File: src/cache_types.sv
package cache_types;

  localparam int index_width = 3;
  localparam int tag_width   = 9;
  localparam int set_count   = 1 << index_width;

  // miss handling
  typedef enum logic [1:0] {
    s_idle,
    s_writeback,  // victim line out to pmem
    s_fill        // new line in from pmem
  } cache_state;

endpackage : cache_types

File: src/lc3b_types.sv
package lc3b_types;

  // cpu side
  typedef logic [15:0] lc3b_word;
  typedef logic [15:0] lc3b_addr;
  typedef logic [1:0]  lc3b_mem_wmask;  // bit 1 is the high byte

  // cache line of eight words, word 0 in the low bits
  typedef logic [127:0] lc3b_c_line;

  // word offset within a line, address bits [3:1]
  typedef logic [2:0] lc3b_c_offset;

  // address bits [15:4], tag above index
  typedef logic [11:0] lc3b_line_addr;

endpackage : lc3b_types
File: src/cache.sv
`timescale 1ns/10ps

module cache (
  input  logic                      clk,
  input  logic                      reset,
  input  logic                      mem_read,
  input  logic                      mem_write,
  input  lc3b_types::lc3b_addr      mem_address,
  input  lc3b_types::lc3b_word      mem_wdata,
  input  lc3b_types::lc3b_mem_wmask mem_byte_enable,
  output logic                      mem_resp,
  output lc3b_types::lc3b_word      mem_rdata,
  output logic                      pmem_read,
  output logic                      pmem_write,
  output lc3b_types::lc3b_addr      pmem_address,
  output lc3b_types::lc3b_c_line    pmem_wdata,
  input  logic                      pmem_resp,
  input  lc3b_types::lc3b_c_line    pmem_rdata
);
  import lc3b_types::*;

  logic write_enable;
  logic control_load;
  logic lru_load;
  logic hit;
  logic dirty;
  logic dead_man_walkin;

  lc3b_line_addr adr_out;
  lc3b_c_line    line_in;
  lc3b_c_line    data_out;

  // pmem_write is only up in s_writeback, so it picks the victim address
  assign pmem_address = pmem_write ? {adr_out, 4'b0000} : {mem_address[15:4], 4'b0000};
  assign pmem_wdata   = data_out;

  cache_control control (
    .clk             (clk),
    .reset           (reset),
    .mem_read        (mem_read),
    .mem_write       (mem_write),
    .pmem_resp       (pmem_resp),
    .hit             (hit),
    .dirty           (dirty),
    .dead_man_walkin (dead_man_walkin),
    .mem_resp        (mem_resp),
    .pmem_read       (pmem_read),
    .pmem_write      (pmem_write),
    .write_enable    (write_enable),
    .control_load    (control_load),
    .lru_load        (lru_load)
  );

  cache_datapath datapath (
    .clk             (clk),
    .reset           (reset),
    .address         (mem_address[15:4]),
    .data_in         (line_in),
    .write_enable    (write_enable),
    .control_load    (control_load),
    .lru_load        (lru_load),
    .hit             (hit),
    .dead_man_walkin (dead_man_walkin),
    .adr_out         (adr_out),
    .data_out        (data_out),
    .dirty           (dirty)
  );

  line_adapter adapter (
    .mem_address     (mem_address),
    .mem_wdata       (mem_wdata),
    .mem_byte_enable (mem_byte_enable),
    .line_in         (data_out),
    .pmem_rdata      (pmem_rdata),
    .control_load    (control_load),
    .mem_rdata       (mem_rdata),
    .line_out        (line_in)
  );

endmodule : cache

File: src/line_adapter.sv
`timescale 1ns/10ps

module line_adapter (
  input  lc3b_types::lc3b_addr      mem_address,
  input  lc3b_types::lc3b_word      mem_wdata,
  input  lc3b_types::lc3b_mem_wmask mem_byte_enable,
  input  lc3b_types::lc3b_c_line    line_in,
  input  lc3b_types::lc3b_c_line    pmem_rdata,
  input  logic                      control_load,
  output lc3b_types::lc3b_word      mem_rdata,
  output lc3b_types::lc3b_c_line    line_out
);
  import lc3b_types::*;

  lc3b_c_offset offset;
  lc3b_c_line   merged;

  assign offset = mem_address[3:1];

  assign mem_rdata = line_in[offset * 16 +: 16];

  // replace only the enabled bytes of the addressed word
  always_comb begin
    merged = line_in;
    if (mem_byte_enable[0]) begin
      merged[offset * 16 +: 8] = mem_wdata[7:0];
    end
    if (mem_byte_enable[1]) begin
      merged[offset * 16 + 8 +: 8] = mem_wdata[15:8];
    end
  end

  assign line_out = control_load ? pmem_rdata : merged;  // fill takes the pmem line

endmodule : line_adapter

File: src/cache_control.sv
`timescale 1ns/10ps

module cache_control (
  input  logic clk,
  input  logic reset,
  input  logic mem_read,
  input  logic mem_write,
  input  logic pmem_resp,
  input  logic hit,
  input  logic dirty,
  input  logic dead_man_walkin,
  output logic mem_resp,
  output logic pmem_read,
  output logic pmem_write,
  output logic write_enable,
  output logic control_load,
  output logic lru_load
);
  import cache_types::*;

  cache_state state;
  cache_state next_state;

  logic request;

  assign request = mem_read | mem_write;

  always_ff @(posedge clk) begin
    if (reset) begin
      state <= s_idle;
    end else begin
      state <= next_state;
    end
  end

  // outputs
  always_comb begin
    mem_resp     = 1'b0;
    pmem_read    = 1'b0;
    pmem_write   = 1'b0;
    write_enable = 1'b0;
    control_load = 1'b0;
    lru_load     = 1'b0;

    case (state)
      s_idle: begin
        if (request && hit) begin
          mem_resp     = 1'b1;
          lru_load     = 1'b1;
          write_enable = mem_write;  // merge cpu word into hit line
        end
      end

      s_writeback: begin
        pmem_write = 1'b1;
      end

      s_fill: begin
        pmem_read    = 1'b1;
        control_load = pmem_resp;  // line lands at this edge
      end

      default: begin
      end
    endcase
  end

  // next state
  always_comb begin
    next_state = state;

    case (state)
      s_idle: begin
        if (request && !hit) begin
          if (dead_man_walkin && dirty) begin
            next_state = s_writeback;
          end else begin
            next_state = s_fill;
          end
        end
      end

      s_writeback: begin
        if (pmem_resp) begin
          next_state = s_fill;
        end
      end

      s_fill: begin
        if (pmem_resp) begin
          next_state = s_idle;  // request hits next cycle
        end
      end

      default: begin
        next_state = s_idle;
      end
    endcase
  end

endmodule : cache_control

File: src/cache_datapath.sv
`timescale 1ns/10ps

module cache_datapath (
  input  logic                      clk,
  input  logic                      reset,
  input  lc3b_types::lc3b_line_addr address,
  input  lc3b_types::lc3b_c_line    data_in,
  input  logic                      write_enable,
  input  logic                      control_load,
  input  logic                      lru_load,
  output logic                      hit,
  output logic                      dead_man_walkin,
  output lc3b_types::lc3b_line_addr adr_out,
  output lc3b_types::lc3b_c_line    data_out,
  output logic                      dirty
);
  import lc3b_types::*;
  import cache_types::*;

  logic [index_width-1:0] index;
  logic [tag_width-1:0]   tag;

  logic [tag_width:0] valid_tag_in;  // {valid, tag}
  logic [tag_width:0] valid_tag0_out;
  logic [tag_width:0] valid_tag1_out;

  lc3b_c_line data0_out;
  lc3b_c_line data1_out;

  logic dirty0_out;
  logic dirty1_out;
  logic dirty_in;

  logic lru_out;  // way to evict next
  logic lru_in;

  logic hit0;
  logic hit1;

  logic data0_write;
  logic data1_write;
  logic tag0_write;
  logic tag1_write;

  logic                 victim_valid;
  logic                 victim_dirty;
  logic [tag_width-1:0] victim_tag;
  lc3b_c_line           victim_line;

  assign index = address[index_width-1:0];
  assign tag   = address[index_width +: tag_width];

  assign valid_tag_in = {1'b1, tag};

  // tag compare on both ways
  assign hit0 = (valid_tag0_out == {1'b1, tag});
  assign hit1 = (valid_tag1_out == {1'b1, tag});
  assign hit  = hit0 | hit1;

  always_comb begin
    if (lru_out) begin
      victim_valid = valid_tag1_out[tag_width];
      victim_tag   = valid_tag1_out[tag_width-1:0];
      victim_dirty = dirty1_out;
      victim_line  = data1_out;
    end else begin
      victim_valid = valid_tag0_out[tag_width];
      victim_tag   = valid_tag0_out[tag_width-1:0];
      victim_dirty = dirty0_out;
      victim_line  = data0_out;
    end
  end

  assign dead_man_walkin = ~hit & victim_valid;
  assign dirty           = ~hit & victim_dirty;
  assign adr_out         = {victim_tag, index};

  always_comb begin
    if (hit0) begin
      data_out = data0_out;
    end else if (hit1) begin
      data_out = data1_out;
    end else begin
      data_out = victim_line;  // goes out on writeback
    end
  end

  // cpu write lands in the hit way, a fill in the victim way
  assign tag0_write  = control_load & ~lru_out;
  assign tag1_write  = control_load & lru_out;
  assign data0_write = (hit0 & write_enable) | tag0_write;
  assign data1_write = (hit1 & write_enable) | tag1_write;
  assign dirty_in    = ~control_load;  // fill leaves the line clean

  assign lru_in = hit0;  // point at the other way

  array #(.width($bits(lc3b_c_line))) data0 (
    .clk     (clk),
    .reset   (reset),
    .write   (data0_write),
    .index   (index),
    .datain  (data_in),
    .dataout (data0_out)
  );

  array #(.width($bits(lc3b_c_line))) data1 (
    .clk     (clk),
    .reset   (reset),
    .write   (data1_write),
    .index   (index),
    .datain  (data_in),
    .dataout (data1_out)
  );

  array #(.width(tag_width + 1)) valid_tag0 (
    .clk     (clk),
    .reset   (reset),
    .write   (tag0_write),
    .index   (index),
    .datain  (valid_tag_in),
    .dataout (valid_tag0_out)
  );

  array #(.width(tag_width + 1)) valid_tag1 (
    .clk     (clk),
    .reset   (reset),
    .write   (tag1_write),
    .index   (index),
    .datain  (valid_tag_in),
    .dataout (valid_tag1_out)
  );

  array #(.width(1)) dirty0 (
    .clk     (clk),
    .reset   (reset),
    .write   (data0_write),
    .index   (index),
    .datain  (dirty_in),
    .dataout (dirty0_out)
  );

  array #(.width(1)) dirty1 (
    .clk     (clk),
    .reset   (reset),
    .write   (data1_write),
    .index   (index),
    .datain  (dirty_in),
    .dataout (dirty1_out)
  );

  array #(.width(1)) lru (
    .clk     (clk),
    .reset   (reset),
    .write   (lru_load),
    .index   (index),
    .datain  (lru_in),
    .dataout (lru_out)
  );

endmodule : cache_datapath

File: src/array.sv
`timescale 1ns/10ps

module array #(
  parameter int width = 128
) (
  input  logic                               clk,
  input  logic                               reset,
  input  logic                               write,
  input  logic [cache_types::index_width-1:0] index,
  input  logic [width-1:0]                   datain,
  output logic [width-1:0]                   dataout
);
  import cache_types::*;

  logic [width-1:0] data [set_count];

  always_ff @(posedge clk) begin
    if (reset) begin
      for (int i = 0; i < set_count; i++) begin
        data[i] <= '0;
      end
    end else if (write) begin
      data[index] <= datain;
    end
  end

  assign dataout = data[index];  // async read

endmodule : array

File: config.mk
export PLATFORM = sky130hd
export DESIGN_NAME = cache
export DESIGN_NICKNAME = d
export VERILOG_FILES = /design/src/cache_types.sv /design/src/lc3b_types.sv /design/src/cache.sv /design/src/line_adapter.sv /design/src/cache_control.sv /design/src/cache_datapath.sv /design/src/array.sv
export SDC_FILE = /design/constraint.sdc
export NUM_CORES = 2
export LEC_CHECK = 0
export BUFFER_PORTS_ARGS = -buffer_cell sky130_fd_sc_hd__buf_4
export CORE_MARGIN = 10
export CORE_UTILIZATION = 31
export CTS_BUF_LIST = sky130_fd_sc_hd__clkbuf_4 sky130_fd_sc_hd__clkbuf_8 sky130_fd_sc_hd__clkbuf_16
export CTS_CLUSTER_SIZE = 10
export DETAILED_ROUTE_END_ITERATION = 10
export MAX_ROUTING_LAYER = met4
export PLACE_DENSITY = 0.48
export SETUP_SLACK_MARGIN = 0.5
export SYNTH_ARGS = -nofsm -noshare
export SYNTH_HDL_FRONTEND = slang
export SYNTH_HIERARCHICAL = 1
export SYNTH_SLANG_ARGS = --single-unit
export TNS_END_PERCENT = 10
File: constraint.sdc
create_clock -name clk -period 18.6 [get_ports clk]
set_input_delay 4.65 -clock clk [delete_from_list [all_inputs] [get_ports clk]]
set_output_delay 4.65 -clock clk [all_outputs]
set_load 0.01 [all_outputs]
### After elaboration in Yosys (flattened, before gate mapping)

Memories as Yosys holds them, arrays and structs flattened.
Cells that the tools add are included.

* flip-flop bits (word level): 2
* bits in writable memories: 2232
* bits of input ports: 167
* memories: 7

* add/subtract/negate cells: 3
* eq/ne operators: 7
* shift operators: 5
* multiplexer cells: 62
* bitwise logic cells: 13
* reductions and logical operators: 13

Memory list
* datapath.data0.data: depth 8, bits a word 128, read ports 1, clocked after Yosys merged registers in 0, write ports 8, line array.sv:15 `logic [width-1:0] data [set_count];`
* datapath.data1.data: depth 8, bits a word 128, read ports 1, clocked after Yosys merged registers in 0, write ports 8, line array.sv:15
* datapath.valid_tag0.data: depth 8, bits a word 10, read ports 1, clocked after Yosys merged registers in 0, write ports 8, line array.sv:15
* datapath.valid_tag1.data: depth 8, bits a word 10, read ports 1, clocked after Yosys merged registers in 0, write ports 8, line array.sv:15
* datapath.dirty0.data: depth 8, bits a word 1, read ports 1, clocked after Yosys merged registers in 0, write ports 8, line array.sv:15
* datapath.dirty1.data: depth 8, bits a word 1, read ports 1, clocked after Yosys merged registers in 0, write ports 8, line array.sv:15
* +1 memories

Operators with widths (number)
* 2-to-1 mux 128 bit: 8
* bitwise mux 128 bit: 2
* OR reduction 128 bit: 2
* variable shift 8 x 34 -> 128 bit, first input constant: 2
* variable part select 8 x 34 -> 128 bit: 2
* variable part select 128 x 8 -> 16 bit: 1
* 2-to-1 mux 1 bit: 36
* negator 32 -> 34 bit: 1
* negator 7 -> 34 bit: 1
* 2-to-1 mux 3 bit: 7
* equality test 10 bit: 2
* 2-to-1 mux 10 bit: 2
* OR reduction 10 bit: 2
* 2-to-1 mux 16 bit: 1
* 2-to-1 mux 9 bit: 1
* adder 7 x 4 -> 8 bit, second input constant: 1
* 2-to-1 mux 2 bit: 4
* bitwise AND 1 bit: 6
* case mux 2 bit (3 select lines): 1
* != test 2 bit, second input constant: 2
* bitwise OR 1 bit: 4
* logical AND 1 bit: 3
* NOT 1 bit: 3
* AND reduction 3 bit: 1
* 6 further kinds: 8

### Depth between registers and ports, before layout

An unclocked memory read counts as a cell.

* depth in word-level cells: 13
* gate-level depth with buffers: 17
* mapped depth without buffers: 12

### By module

Netlist, hierarchy kept.

Modules (own cells, without submodules)
* array (datapath.data1): instances 1, cells an instance 2750, area an instance 45449.8 µm²
* array (datapath.data0): instances 1, cells an instance 2750, area an instance 45439.8 µm²
* array (datapath.valid_tag0 ...): instances 2, cells an instance 260, area an instance 3794.9 µm²
* line_adapter: instances 1, cells an instance 556, area an instance 3749.8 µm²
* cache_datapath: instances 1, cells an instance 193, area an instance 2561.2 µm²
* array (datapath.dirty0 ...): instances 3, cells an instance 41, area an instance 467.9 µm²
* cache: instances 1, cells an instance 18, area an instance 217.7 µm²
* cache_control: instances 1, cells an instance 18, area an instance 142.6 µm²

### Worst setup path after synthesis

No wires, ideal clock.

* path kind: input to output
* from: input mem_address[4]
* to: output mem_rdata[11]
* arrival time: 7.688 ns
* data required time: 13.950 ns
* path slack: 6.262 ns
* cell stages on the path: 14
* cell sequence: buf_6 -> buf_8 -> mux4_1 -> mux2_2 -> xnor2_1 -> nand4_1 -> nor3_1 -> o21ba_4 -> buf_12 -> buf_12 -> mux2_4 -> mux4_2 -> nand2_1 -> nand2_1

* cells in the longest elaborated chain, start to end: 5
* elaborated cells between the ends (all ways): 11
* those cells by class: 2 x eq/ne; 1 x shift; 3 x mux; 5 x memory

RTL lines
* start: declaration: line cache.sv:8 `input lc3b_types::lc3b_addr mem_address,`
* memory read (8 x 10 bit)
* net datapath.valid_tag1_out[5]: line cache_datapath.sv:25 `logic [tag_width:0] valid_tag1_out;`
* equality test 10 bit: line cache_datapath.sv:57 `assign hit1 = (valid_tag1_out == {1'b1, tag});`
* 2-to-1 mux 128 bit: line cache_datapath.sv:81 `end else if (hit1) begin`
* 2-to-1 mux 128 bit: line cache_datapath.sv:79 `if (hit0) begin`
* net pmem_wdata[59]: line cache.sv:16 `output lc3b_types::lc3b_c_line pmem_wdata,`
* variable part select 128 x 8 -> 16 bit: line line_adapter.sv:20 `assign mem_rdata = line_in[offset * 16 +: 16];`
* end: declaration: line cache.sv:12 `output lc3b_types::lc3b_word mem_rdata,`

The timed path passes the listed nets, and every way through them passes these cells.

### Final worst setup path

* from: input mem_address[4]
* to: output mem_rdata[14]

* elaborated cells between the ends (all ways): 11
* those cells by class: 2 x eq/ne; 1 x shift; 3 x mux; 5 x memory

RTL lines
* memory read (8 x 10 bit)
* net datapath.valid_tag0_out[1]: line cache_datapath.sv:24 `logic [tag_width:0] valid_tag0_out;`
* equality test 10 bit: line cache_datapath.sv:56 `assign hit0 = (valid_tag0_out == {1'b1, tag});`
* net datapath.hit0: line cache_datapath.sv:37 `logic hit0;`
* 2-to-1 mux 128 bit: line cache_datapath.sv:79
* variable part select 128 x 8 -> 16 bit: line line_adapter.sv:20

The timed path passes the listed nets, and every way through them passes these cells.

==> impl_metrics.yaml <==
routing:
  drtPass1Iterations: 6
  wire_per_inst_um: 34.3
  drt_iter0_markers: 7346
  wirelength_um: 407000
  ant_nets: 0
  vias_per_cell: 5.34
  remaining_drc_errors: 0
  vias: 63553
clock_tree:
  cts_tree: "built"
  postCtsSetupBuffers: 0
  ctsHtreeMaxLevel: 5
  root_buffer: "clkbuf_16"
  clock_latency_ps: 960
  clock_path_buffers: 4
  clk_pin_slew_ps: 50
  ctsHoldBuffers: 0
  cts_resized: 0
  clock-sinks: 2234
  cts-buffers-inserted: 279
critical_path:
  start_kind: "input pin"
  required_ps: 13950
  worst-r2r-setup-slack_ps: 11390
  crit_fanout: 104
  path_buf_inv: 4
  crit_type: "input pin to primary output"
  crit_arrival_ps: 10820
  slowest_stage: "buf_4"
  crit_path_end_kind: "primary output"
  rr_worst_depth: 15
  reg2reg_to: "datapath/data0/data[3][126]$_SDFFCE_PN0P_"
  rr_startpoint: "datapath/valid_tag0/data[0][8]$_SDFFCE_PN0P_"
  cp_cell_sequence: "buf_8 -> buf_4 -> mux4_1 -> mux2_2 -> xnor2_1 -> nand4_1 -> nor3_2 -> o21ba_4 -> buf_12 -> mux2_4 -> mux4_2 -> nand2_1 -> nand2_1 -> buf_4"
  critPathTopFamily: "multiplexers"
  crit_path_max_incr_delay_ps: 880
sta:
  fmax_mhz: 64.6
  relSlewSlack: 0.115
  finClkSkew_ps: 107
  fin_crit_sh: 0.832
  tightest_slew_ps: 1320
  setup_viol: 0
  tns_ps: 0
  finalHoldViolCount: 0
  worst_hold_slack_ps: 674
  maxSlewViolCount: 0
  rsz0062_at_grt: "no"
  setup_ws_ps: 3130
  min_period_ps: 15470
placement:
  finalWeightedCongestion: 0.931
  dp_hpwl_um: 238000
  dp_slack_ps: 3130
  port_buffers: 324
yosys:
  ys_top_cells_by_count: "2232 x edfxtp_1, 2210 x and2_1, 552 x mux4_2"
  synth_area_um2: 107000
  synth-edff-count: 2232
  synthCells: 6928
  ys.flop_type: "edfxtp_1"
  async_reset_ff_frac: 0
  yosysTopAreaCell: "edfxtp_1"
  synth_top_area_share: 0.629
  synth.area.top_cells: "edfxtp_1 63%, and2_1 13%, mux4_2 12%"
  synth_cell_types: 69
  yosysMostFrequentCell: "edfxtp_1"
  ys_ff_latch: 2234
  yosysWarnings: 6
  ys_seq_area_frac: 0.629
  avgSynthCellArea_um2: 15.4
global_routing:
  grt-busiest-layer: "met2"
  grt_pass1_vias: 64546
  grtUsageTotal: 0.221
  antenna_found_initial: 38
  grtUsageMet1: 0.268
  grt_max_degree: 159
  grt_use_met3: 0.0257
  overflow: 0
  met2_usage: 0.359
  grt_pass1_wl_um: 551000
floorplanning:
  initial_core_util: 0.311
  die_h_um: 606
  design.die.area_um2: 368000
  num_rows: 215
  io_pins: 330
  core-area_um2: 343000
  die_x_um: 606
finish:
  fill_cells: 32785
  drive_above_1_share: 0.249
  nNetsFinal: 7354
  area_delta_synth_final_pct: 14.4
  final_util: 0.356
pwr:
  power_w: 0.0124
  powerDensity_nw_per_um2: 101
  p_leak_nw: 44.5
  ir_drop_v: 0.0000668
hold_path:
  hold-path-cell-count: 3
  worstHoldPathType: "flop to flop"
  min_to: "control/state[0]$_SDFFE_PP0P_"
  worstHoldStart: "control/state[0]$_SDFFE_PP0P_"
outcome:
  status: "completed"
flow_run:
  maxCapViolations: 0
==> layout make-up <==
class	count	area, um^2	area share
Timing Repair Buffer	462	3800	0.0312
Sequential cell	2234	67100	0.550
Multi-Input combinational cell	4184	37000	0.304
Clock inverter	65	691	0.00566
Tap cell	4557	5700	0.0468
Inverter	19	76.3	0.000626
Clock buffer	346	7500	0.0615
Antenna cell	24	60.1	0.000493
==> power breakdown <==
group | internal, W | switching [W]
combinational | 0.000490 | 0.00108
clock | 0.00290 | 0.00214
sequential | 0.00572 | 0.0000439
==> how the worst max path moves through the flow <==
stage	start	endpoint	slack, ps	cells after the start
4_1_cts	mem_address[4]	mem_rdata[8]	3130	12
2_1_floorplan	mem_address[4]	mem_rdata[11]	6260	14
3_5_place_dp	mem_address[4]	mem_rdata[8]	3130	12
6_report	mem_address[4]	mem_rdata[14]	3130	14
5_1_grt	mem_address[4]	mem_rdata[8]	2860	12
3_3_place_gp	mem_address[4]	mem_rdata[8]	3170	12
==> sequential cells by signal (all words and copies together), names as in the netlist <==
| name | count |
|---|---|
| datapath/data1/data | 1024 |
| control/state | 2 |
| datapath/data0/data | 1024 |
| datapath/valid_tag1/data | 80 |
| datapath/dirty0/data | 8 |
| datapath/valid_tag0/data | 80 |
| datapath/lru/data | 8 |
| datapath/dirty1/data | 8 |
==> logic make-up (layout without fill, tap and decap cells) <==
family / Yosys count / after routing / synth area share
DFF: 2234 / 2234 / 0.629
muxes: 915 / 915 / 0.162
adders and majority gates: 7 / 7 / 0.000822
xor gates and xnor gates: 20 / 20 / 0.00171
and+or+nand+nor: 3008 / 3008 / 0.164
other: 2 / 44 / 0.0000705
buffers and inverters: 528 / 892 / 0.0259
AOI/OAI and AO/OA: 214 / 214 / 0.0163
==> stage by stage <==
step                std cells  cell area (um^2)
detailed placement      11456            114000
finish                  11891            122000
global route            11877            122000
floorplan                6946            107000
CTS                     11867            122000
global placement        11456            114000
==> worst reg2reg max path: cells and delay by family (launching register included) <==
kind	cells	cell delay (ps)
xor+xnor	1	260
compound gates	2	400
flops	1	370
buf+inv	3	2310
simple gates	9	3360
==> layout by cell type (no fill, tap or decap), types with 26 or more instances in the layout <==
cell type,count
and2_1,2209
nor2b_1,34
nor2_1,144
buf_4,434
mux2_2,194
a21oi_1,32
nand3_1,26
clkbuf_16,280
clkinv_1,26
clkbuf_4,66
edfxtp_1,2232
mux4_2,552
mux2_4,130
nand2_1,442
a221o_1,95
==> routing by layer <==
metal	vias up	wire, um
li1	26025	-
met1	33918	156000
met2	2798	197000
met3	812	24900
met4	0	29900
met5	-	0
(Power assumes the default switching activity.)
